## src/hdl/uart_pkg.sv

```systemverilog
package uart_pkg;

    // bit time in clk cycles, needs at least 2
    localparam int CLKS_PER_BAUD = 8;

    localparam int BAUD_CNT_W = (CLKS_PER_BAUD > 2) ? $clog2(CLKS_PER_BAUD) : 1;

    localparam int DATA_BITS = 8; // lsb goes out first

    // frame sequence, one state per bit field
    typedef enum logic [2:0] {
        ST_IDLE   = 3'd0,
        ST_START  = 3'd1,
        ST_DATA   = 3'd2,
        ST_PARITY = 3'd3,
        ST_STOP   = 3'd4
    } tx_state_t;

    // source of the serial line
    typedef enum logic [1:0] {
        LINE_MARK   = 2'd0, // idle and stop level
        LINE_START  = 2'd1, // start bit, low
        LINE_DATA   = 2'd2, // current shift bit
        LINE_PARITY = 2'd3  // accumulated even parity
    } line_sel_t;

    // controller to shifter
    typedef struct packed {
        logic      load;  // capture byte, clear parity
        logic      shift; // next data bit, fold into parity
        line_sel_t sel;
    } shift_cmd_t;

endpackage

```

## src/hdl/baud_timer.sv

```systemverilog
module baud_timer
    import uart_pkg::*;
(
    input  logic clk,
    input  logic nRst,
    input  logic baud_run,
    output logic bit_done
);

    logic [BAUD_CNT_W-1:0] baud_cnt;
    logic                  at_last;

    assign at_last = (baud_cnt == BAUD_CNT_W'(CLKS_PER_BAUD - 1));

    always_ff @(posedge clk, negedge nRst) begin
        if (!nRst) begin
            baud_cnt <= '0;
        end else if (!baud_run) begin
            baud_cnt <= '0; // held while idle
        end else if (at_last) begin
            baud_cnt <= '0; // wrap into next bit
        end else begin
            baud_cnt <= baud_cnt + BAUD_CNT_W'(1);
        end
    end

    // the counter restarts at zero on every wrap, so all bits are equally long
    assign bit_done = at_last;

endmodule

```

## src/hdl/tx_shifter.sv

```systemverilog
module tx_shifter
    import uart_pkg::*;
(
    input  logic       clk,
    input  logic       nRst,
    input  shift_cmd_t cmd,
    input  logic [7:0] tx_byte,
    output logic       tx_serial
);

    logic [DATA_BITS-1:0] shift_reg;
    logic [DATA_BITS-1:0] shift_next;
    logic                 parity;
    logic                 parity_next;
    logic                 line_next;

    always_comb begin
        shift_next  = shift_reg;
        parity_next = parity;
        if (cmd.load) begin
            shift_next  = tx_byte;
            parity_next = 1'b0;
        end else if (cmd.shift) begin
            parity_next = parity ^ shift_reg[0]; // outgoing bit
            shift_next  = {1'b0, shift_reg[DATA_BITS-1:1]};
        end
    end

    always_ff @(posedge clk) begin
        shift_reg <= shift_next;
        parity    <= parity_next;
    end

    // pick from the next values so the line moves in step with sel and shift
    always_comb begin
        case (cmd.sel)
            LINE_START:  line_next = 1'b0;
            LINE_DATA:   line_next = shift_next[0];
            LINE_PARITY: line_next = parity_next; // includes last data bit
            default:     line_next = 1'b1;
        endcase
    end

    always_ff @(posedge clk, negedge nRst) begin
        if (!nRst) begin
            tx_serial <= 1'b1; // mark
        end else begin
            tx_serial <= line_next;
        end
    end

endmodule

```

## src/hdl/uart_tx_ctrl.sv

```systemverilog
module uart_tx_ctrl
    import uart_pkg::*;
(
    input  logic       clk,
    input  logic       nRst,
    input  logic       tx_ctrl,
    input  logic       bit_done,
    output logic       transmit_ready,
    output logic       baud_run,
    output shift_cmd_t cmd
);

    tx_state_t  state;
    tx_state_t  state_next;
    logic [2:0] bit_idx;
    logic [2:0] bit_idx_next;
    logic       accept;
    logic       last_data;

    assign transmit_ready = (state == ST_IDLE);
    assign accept         = transmit_ready && tx_ctrl; // busy requests dropped
    assign baud_run       = (state != ST_IDLE);
    assign last_data      = (bit_idx == 3'(DATA_BITS - 1));

    always_ff @(posedge clk, negedge nRst) begin
        if (!nRst) begin
            state   <= ST_IDLE;
            bit_idx <= '0;
        end else begin
            state   <= state_next;
            bit_idx <= bit_idx_next;
        end
    end

    always_comb begin
        state_next   = state;
        bit_idx_next = bit_idx;
        case (state)
            ST_IDLE: begin
                bit_idx_next = '0;
                if (accept) begin
                    state_next = ST_START;
                end
            end
            ST_START: begin
                if (bit_done) begin
                    state_next = ST_DATA;
                end
            end
            ST_DATA: begin
                if (bit_done) begin
                    bit_idx_next = bit_idx + 3'd1; // wraps to 0 after bit 7
                    if (last_data) begin
                        state_next = ST_PARITY;
                    end
                end
            end
            ST_PARITY: begin
                if (bit_done) begin
                    state_next = ST_STOP;
                end
            end
            ST_STOP: begin
                if (bit_done) begin
                    state_next = ST_IDLE; // ready in the following cycle
                end
            end
            default: begin
                state_next   = ST_IDLE;
                bit_idx_next = '0;
            end
        endcase
    end

    // sel follows the state being entered; the shifter registers it, so the
    // line lags a state change by one cycle, same as acceptance to start bit
    always_comb begin
        cmd.load  = accept;
        cmd.shift = (state == ST_DATA) && bit_done;
        case (state_next)
            ST_START:  cmd.sel = LINE_START;
            ST_DATA:   cmd.sel = LINE_DATA;
            ST_PARITY: cmd.sel = LINE_PARITY;
            default:   cmd.sel = LINE_MARK; // idle and stop
        endcase
    end

endmodule

```

## src/hdl/uart_tx.sv

```systemverilog
module uart_tx
    import uart_pkg::*;
(
    input  logic       clk,
    input  logic       nRst,
    input  logic       tx_ctrl,
    input  logic [7:0] tx_byte,
    output logic       transmit_ready,
    output logic       tx_serial
);

    logic       baud_run;
    logic       bit_done;
    shift_cmd_t cmd;

    uart_tx_ctrl u_ctrl (
        .clk            (clk),
        .nRst           (nRst),
        .tx_ctrl        (tx_ctrl),
        .bit_done       (bit_done),
        .transmit_ready (transmit_ready),
        .baud_run       (baud_run),
        .cmd            (cmd)
    );

    baud_timer u_timer (
        .clk      (clk),
        .nRst     (nRst),
        .baud_run (baud_run),
        .bit_done (bit_done)
    );

    // byte taken straight from the port, latched on load
    tx_shifter u_shifter (
        .clk       (clk),
        .nRst      (nRst),
        .cmd       (cmd),
        .tx_byte   (tx_byte),
        .tx_serial (tx_serial)
    );

endmodule

```

## config.mk

```make
export PLATFORM = sky130hd
export DESIGN_NAME = uart_tx
export DESIGN_NICKNAME = d
export VERILOG_FILES = /design/src/hdl/uart_pkg.sv /design/src/hdl/baud_timer.sv /design/src/hdl/tx_shifter.sv /design/src/hdl/uart_tx_ctrl.sv /design/src/hdl/uart_tx.sv
export SDC_FILE = /design/constraint.sdc
export NUM_CORES = 1
export LEC_CHECK = 0
export BUFFER_PORTS_ARGS = -buffer_cell sky130_fd_sc_hd__buf_2
export CAP_MARGIN = 20
export CORE_MARGIN = 3
export CORE_UTILIZATION = 35
export DETAILED_ROUTE_END_ITERATION = 6
export PLACE_DENSITY = 0.6
export SLEW_MARGIN = 0
export SYNTH_ARGS = -nofsm -noshare
export SYNTH_HDL_FRONTEND = slang
export SYNTH_SLANG_ARGS = --single-unit
```

## constraint.sdc

```tcl
create_clock -name clk -period 5.45 [get_ports clk]
set_input_delay 1.09 -clock clk [delete_from_list [all_inputs] [get_ports clk]]
set_output_delay 1.09 -clock clk [all_outputs]
set_load 0.005 [all_outputs]
```

==> impl_metrics.tcl, run 1 <==
set metrics [dict create \
    status "finished clean" \
    finalPower_w 0.0002226 \
    clkLatencyLatePin_ns 0.29 \
    synth_area_leader_cell "dfrtp_1" \
    grt_pass1_wl_um 2553 \
    vias 570 \
    hold_start "u_timer.baud_cnt[0]$_DFF_PN0_" \
    ant_nets 0 \
    cap_violations 0 \
    cts_tree "built" \
    largest_reg_flops 8 \
    boundaryPins 13 \
    finalClockSkew_ns 0.002493 \
    max_freq_ghz 0.4139 \
    maxSlewViolCount 0 \
    stdcell_count 115 \
    die-area_um2 3303 \
    swShare_pct 20.54 \
    rsz0062_at_grt "false" \
    vdd_drop_max_v 0.0001375 \
    fillers 231 \
    num_rows 18 \
    htreeDepth 1 \
    die_x_um 57.47 \
    drc 0 \
    pwr-share-seq_pct 66.0 \
    drive_gt1_share_pct 29.41 \
    crit-reg2reg-capture "u_shifter.shift_reg[2]$_DFFE_PP_" \
    hold_path_end "u_timer.baud_cnt[0]$_DFF_PN0_" \
    crit_path_start_kind "flop" \
    ys_async_sr_fraction_pct 52.63 \
    p_sw_w 0.00004573 \
    finalSetupTns_ns 0 \
    yosys_warnings 0 \
    synth_top_area_share_pct 24.29 \
    fin_crit_sh_pct 44.33 \
    place_inst 111 \
    antenna_found_initial 0 \
    synth_area_um2 927.1 \
    r2r_cells 4 \
    grt_overflow 0 \
    design.core.area_um2 2500 \
    tightest_slew_ns 0.3826 \
    ys_ff_latch 19 \
    rr_startpoint "u_timer.baud_cnt[0]$_DFF_PN0_" \
    drt_pre_antenna_iters 4 \
    viasPerCell 4.957 \
    synth.net_count 89 \
    cts_resized 0 \
    gp_congestion 0.7582 \
    yosys_most_used_dff "dfrtp_1" \
    start_util_pct 37.09 \
    hold_class "flop to flop" \
    hold_ws_ns 0.4466 \
    wire_per_inst_um 12.36 \
    synthCells 73 \
    seq_area_frac_synth_pct 54.12 \
    routed_wirelength_um 1421 \
    synth_common_cells "dfrtp_1 (9), edfxtp_1 (7), a22o_1 (6)" \
    port_buffers 12 \
    finalHoldViolCount 0 \
    cts_sinks 19 \
    synth_edf_count 7 \
    p_comb_share_pct 2.3 \
    grt_max_degree 12 \
    p_int_w 0.0001769 \
    p_leak_nw 0.4285 \
    syn2layout_area_growth_pct 9.987 \
    drtIter0Drc 5 \
    synth_cell_types 34 \
    postSynthAreaPerCell_um2 12.70 \
    diodes 0 \
    cts_setup_buffers 0 \
    synth.most_common_cell "dfrtp_1" \
    ff2ff_setup_slack_ns 3.71 \
    cts-root-buf "clkbuf_4" \
    power_density_nw_per_um2 218.3 \
    grt_pass1_vias 594 \
    crit_fanout 11 \
    clk_pin_slew_worst_paths_ns 0.10 \
    clockPowerShare_pct 31.7 \
    critPathKind "flop to output pin" \
    layout.nets 102 \
    setup_viol 0 \
    gr-usage-all-layers_pct 10.05 \
    relSlewSlack_pct 74.44 \
    critPathRequiredTime_ns 4.36 \
    yosys-top-cells-area "dfrtp_1 (24%), edfxtp_1 (23%), ha_1 (6.7%)" \
    arrival_ns 1.33 \
    clockBufferDepth 2 \
    die_h_um 57.47 \
    endpoint_kind "output pin" \
    hpwl_um 1079 \
    cts_made_buffers 3 \
    holdPathStages 1 \
    post-route-min-period_ns 2.416 \
    cts-hold-fix-buffers 0 \
]
## placed cells by master, fill, tap and decap left out, types with 3 or more instances in the layout
master      n
buf_2      12
dfrtp_1     9
edfxtp_1    7
a22o_1      6
ha_1        5
nand2_1     4
nor2_1      4
a21oi_1     3
o2bb2ai_1   3
clkbuf_4    3
## worst max-delay path by stage
stage,start,endpoint,cells past startpoint
after floorplan,tx_ctrl,u_shifter.shift_reg[1]$_DFFE_PP_,3
after global placement,tx_ctrl,u_shifter.shift_reg[4]$_DFFE_PP_,3
after detailed placement,tx_ctrl,u_shifter.shift_reg[4]$_DFFE_PP_,3
after CTS,u_ctrl.state[0]$_DFF_PN0_,transmit_ready,2
after global routing,u_ctrl.state[0]$_DFF_PN0_,transmit_ready,2
final,u_ctrl.state[0]$_DFF_PN0_,transmit_ready,2
## power by group through the flow
stage	sequential, W	clock [W]	combinational [W]
2_1_floorplan	0.000150	0	0.0000000817
3_3_place_gp	0.000150	0	0.00000517
3_5_place_dp	0.000150	0	0.00000535
4_1_cts	0.000147	0.0000737	0.00000539
5_1_grt	0.000147	0.0000807	0.00000601
6_report	0.000147	0.0000705	0.00000513
## logic make-up (layout without fill, tap and decap cells)
group                    Yosys count  count (layout)  share of synthesized area [%]
adder cells (fa/ha/maj)            5               5                          6.748
buffers and inverters              5              17                          3.913
flip-flops                        19              19                          54.12
AO/OA/AOI/OAI                     18              18                          15.79
multiplexers                       3               3                          3.374
AND/OR/NAND/NOR                   22              22                          15.12
XOR/XNOR                           1               1                         0.9448
## worst max-delay path, cell delays in order, from the launching register on
cell,delay [ns]
dfrtp_1,0.53
nor3_4,0.34
buf_2,0.17
## through the flow
step                      setup slack (ns)  cell area [um2]  util, %
after floorplan                      3.477            927.1        -
after global placement               3.369            992.2    39.69
after detailed placement             3.357            992.2    39.69
after CTS                            3.017             1020    40.79
after global routing                 2.901             1020    40.79
final                                3.034             1020    40.79
## final cells by class
| class | count | area (um2) | area share [%] |
|---|---|---|---|
| Clock buffer | 3 | 22.52 | 2.209 |
| Clock inverter | 1 | 5.005 | 0.4908 |
| Inverter | 1 | 3.754 | 0.3681 |
| Multi-Input combinational cell | 49 | 389.1 | 38.16 |
| Sequential cell | 19 | 501.7 | 49.20 |
| Tap cell | 30 | 37.54 | 3.681 |
| Timing Repair Buffer | 12 | 60.06 | 5.890 |
## layer usage
layer	up-vias	GRT usage, %	share of wire, %
met5	-	0	0
met4	0	5.960	2.0
met3	4	1.357	2.3
met2	9	14.84	45
met1	262	13.96	51
li1	295	-	-
(Power assumes the default switching activity.)
==> run 2: changes to the inputs <==
==> constraint.sdc (replaced) <==
create_clock -name clk -period 2.3 [get_ports clk]
set_input_delay 0.46 -clock clk [delete_from_list [all_inputs] [get_ports clk]]
set_output_delay 0.46 -clock clk [all_outputs]
set_load 0.005 [all_outputs]
==> impl_metrics.tcl, run 2 (synthesized netlist as in run 1, its figures left out) <==
set metrics [dict create \
    final_cell_mix "buf_2 (12), dfrtp_1 (9), edfxtp_1 (7), a22o_1 (6), ha_1 (5)" \
    gr-usage-all-layers_pct 10.46 \
    finalSetupTns_ns 0 \
    clockBufferDepth 2 \
    drtIter0Drc 9 \
    crit_buf_inv 1 \
    p_leak_nw 0.4299 \
    drive_gt1_share_pct 27.91 \
    port_buffers 12 \
    max_stage_delay_ns 0.52 \
    layout.nets 103 \
    syn2layout_area_growth_pct 10.93 \
    ant_nets 0 \
    fin_crit_sh_pct 77.05 \
    rsz0062_at_grt "false" \
    cap_violations 0 \
    clkLatencyLatePin_ns 0.29 \
    drt_pre_antenna_iters 4 \
    diodes 0 \
    fillers 247 \
    endpoint_kind "output pin" \
    hpwl_um 1174 \
    setup_viol 0 \
    start_util_pct 37.09 \
    design.core.area_um2 2500 \
    viasPerCell 5.138 \
    tightest_slew_ns 0.4323 \
    die_x_um 57.47 \
    largest_reg_flops 8 \
    register_area_um2 501.7 \
    arrival_ns 1.31 \
    grt_overflow 0 \
    boundaryPins 13 \
    maxSlewViolCount 0 \
    critPathRequiredTime_ns 1.84 \
    ff2ff_setup_slack_ns 0.55 \
    mostFrequentLayoutCell "buf_2" \
    status "finished clean" \
    gp_congestion 0.7298 \
    cts_tree "built" \
    finalClockSkew_ns 0.003089 \
    finalHoldViolCount 0 \
    grt_max_degree 12 \
    cp_top_family "flip-flops" \
    grt_pass1_wl_um 2656 \
    vias 596 \
    die-area_um2 3303 \
    clk_pin_slew_worst_paths_ns 0.10 \
    cts_made_buffers 3 \
    num_rows 18 \
    vdd_drop_max_v 0.0004206 \
    crit_fanout 11 \
    cts-root-buf "clkbuf_4" \
    htreeDepth 1 \
    routed_wirelength_um 1496 \
    die_h_um 57.47 \
    grt_pass1_vias 583 \
    post-route-min-period_ns 1.772 \
    multi_input_area_um2 389.1 \
    hold_class "input pin to flop" \
    crit_path_start_kind "flop" \
    power_density_nw_per_um2 509.8 \
    cts_sinks 19 \
    place_inst 111 \
    antenna_found_initial 0 \
    drc 0 \
    max_freq_ghz 0.5643 \
    crit_chain "nor3_4, buf_2" \
    stdcell_count 116 \
    crit_slowest_cell "dfrtp_1" \
    relSlewSlack_pct 70.87 \
    wire_per_inst_um 12.90 \
    critPathKind "flop to output pin" \
]
==> run 2: repair_timing <==
action | CTS | global route
hold buffers | 0 | 1
setup buffers | 0 | 0
gates resized for setup | 0 | 0
endpoints found under the hold margin | 0 | 8
setup endpoints to repair | 0 | 0
==> run 2: layout make-up <==
| type | count | share of cell area (%) |
|---|---|---|
| flip-flops and latches | 19 | 48.78 |
| multi-input cells | 49 | 37.83 |
| inverters | 1 | 0.3650 |
| clock buffers | 4 | 2.555 |
| well taps | 30 | 3.650 |
| repair buffers | 13 | 6.813 |
==> run 2: per-layer routing <==
| layer | track usage (%) | vias to the layer above | share of wire [%] |
|---|---|---|---|
| met5 | 0 | - | 0 |
| met4 | 5.960 | 0 | 2.1 |
| met3 | 1.584 | 4 | 2.3 |
| met2 | 14.35 | 9 | 44 |
| met1 | 15.52 | 283 | 51 |
| li1 | - | 300 | - |
==> run 2: path summary, 6_finish.rpt <==
kind	startpoint	depth (start not counted)	endpoint
setup / recovery	u_ctrl.state[0]$_DFF_PN0_	2	transmit_ready
hold / removal	tx_byte[0]	3	u_shifter.shift_reg[0]$_DFF_P_
setup reg to reg	u_timer.baud_cnt[0]$_DFF_PN0_	4	u_shifter.shift_reg[5]$_DFFE_PP_
hold reg to reg	u_timer.baud_cnt[0]$_DFF_PN0_	1	u_timer.baud_cnt[0]$_DFF_PN0_
max in group asynchronous	nRst	2	u_shifter.tx_serial$_DFF_PN1_
min in group asynchronous	nRst	2	u_timer.baud_cnt[1]$_DFF_PN0_
==> run 2: where the power goes <==
| group | switching, W | internal (W) | total, W | leakage (nW) |
|---|---|---|---|---|
| clock network | 0.0000952 | 0.0000675 | 0.000163 | 0.0150 |
| logic | 0.00000612 | 0.00000720 | 0.0000133 | 0.215 |
| registers | 0 | 0.000348 | 0.000348 | 0.200 |
==> run 2: worst register-to-register path, delay by kind of cell, from the launching register on <==
kind / cells / cell delay (ns)
simple gates: 2 / 0.69
fa+ha+maj: 2 / 0.43
flops: 1 / 0.39
==> run 2: through the flow <==
| step | util (%) | hold slack, ns | setup WS (ns) | cell area, um2 | total power (W) |
|---|---|---|---|---|---|
| after floorplan | - | 0.1644 | 0.5898 | 927.1 | 0.0003557 |
| final | 41.14 | 0.4084 | 0.5279 | 1028 | 0.0005243 |
| after global placement | 39.69 | 0.3306 | 0.5892 | 992.2 | 0.0003678 |
| after CTS | 40.74 | 0.003221 | 0.5103 | 1018 | 0.0005317 |
| after global routing | 41.14 | 0.4094 | 0.3903 | 1028 | 0.0005562 |
| after detailed placement | 39.69 | 0.3322 | 0.5478 | 992.2 | 0.0003680 |
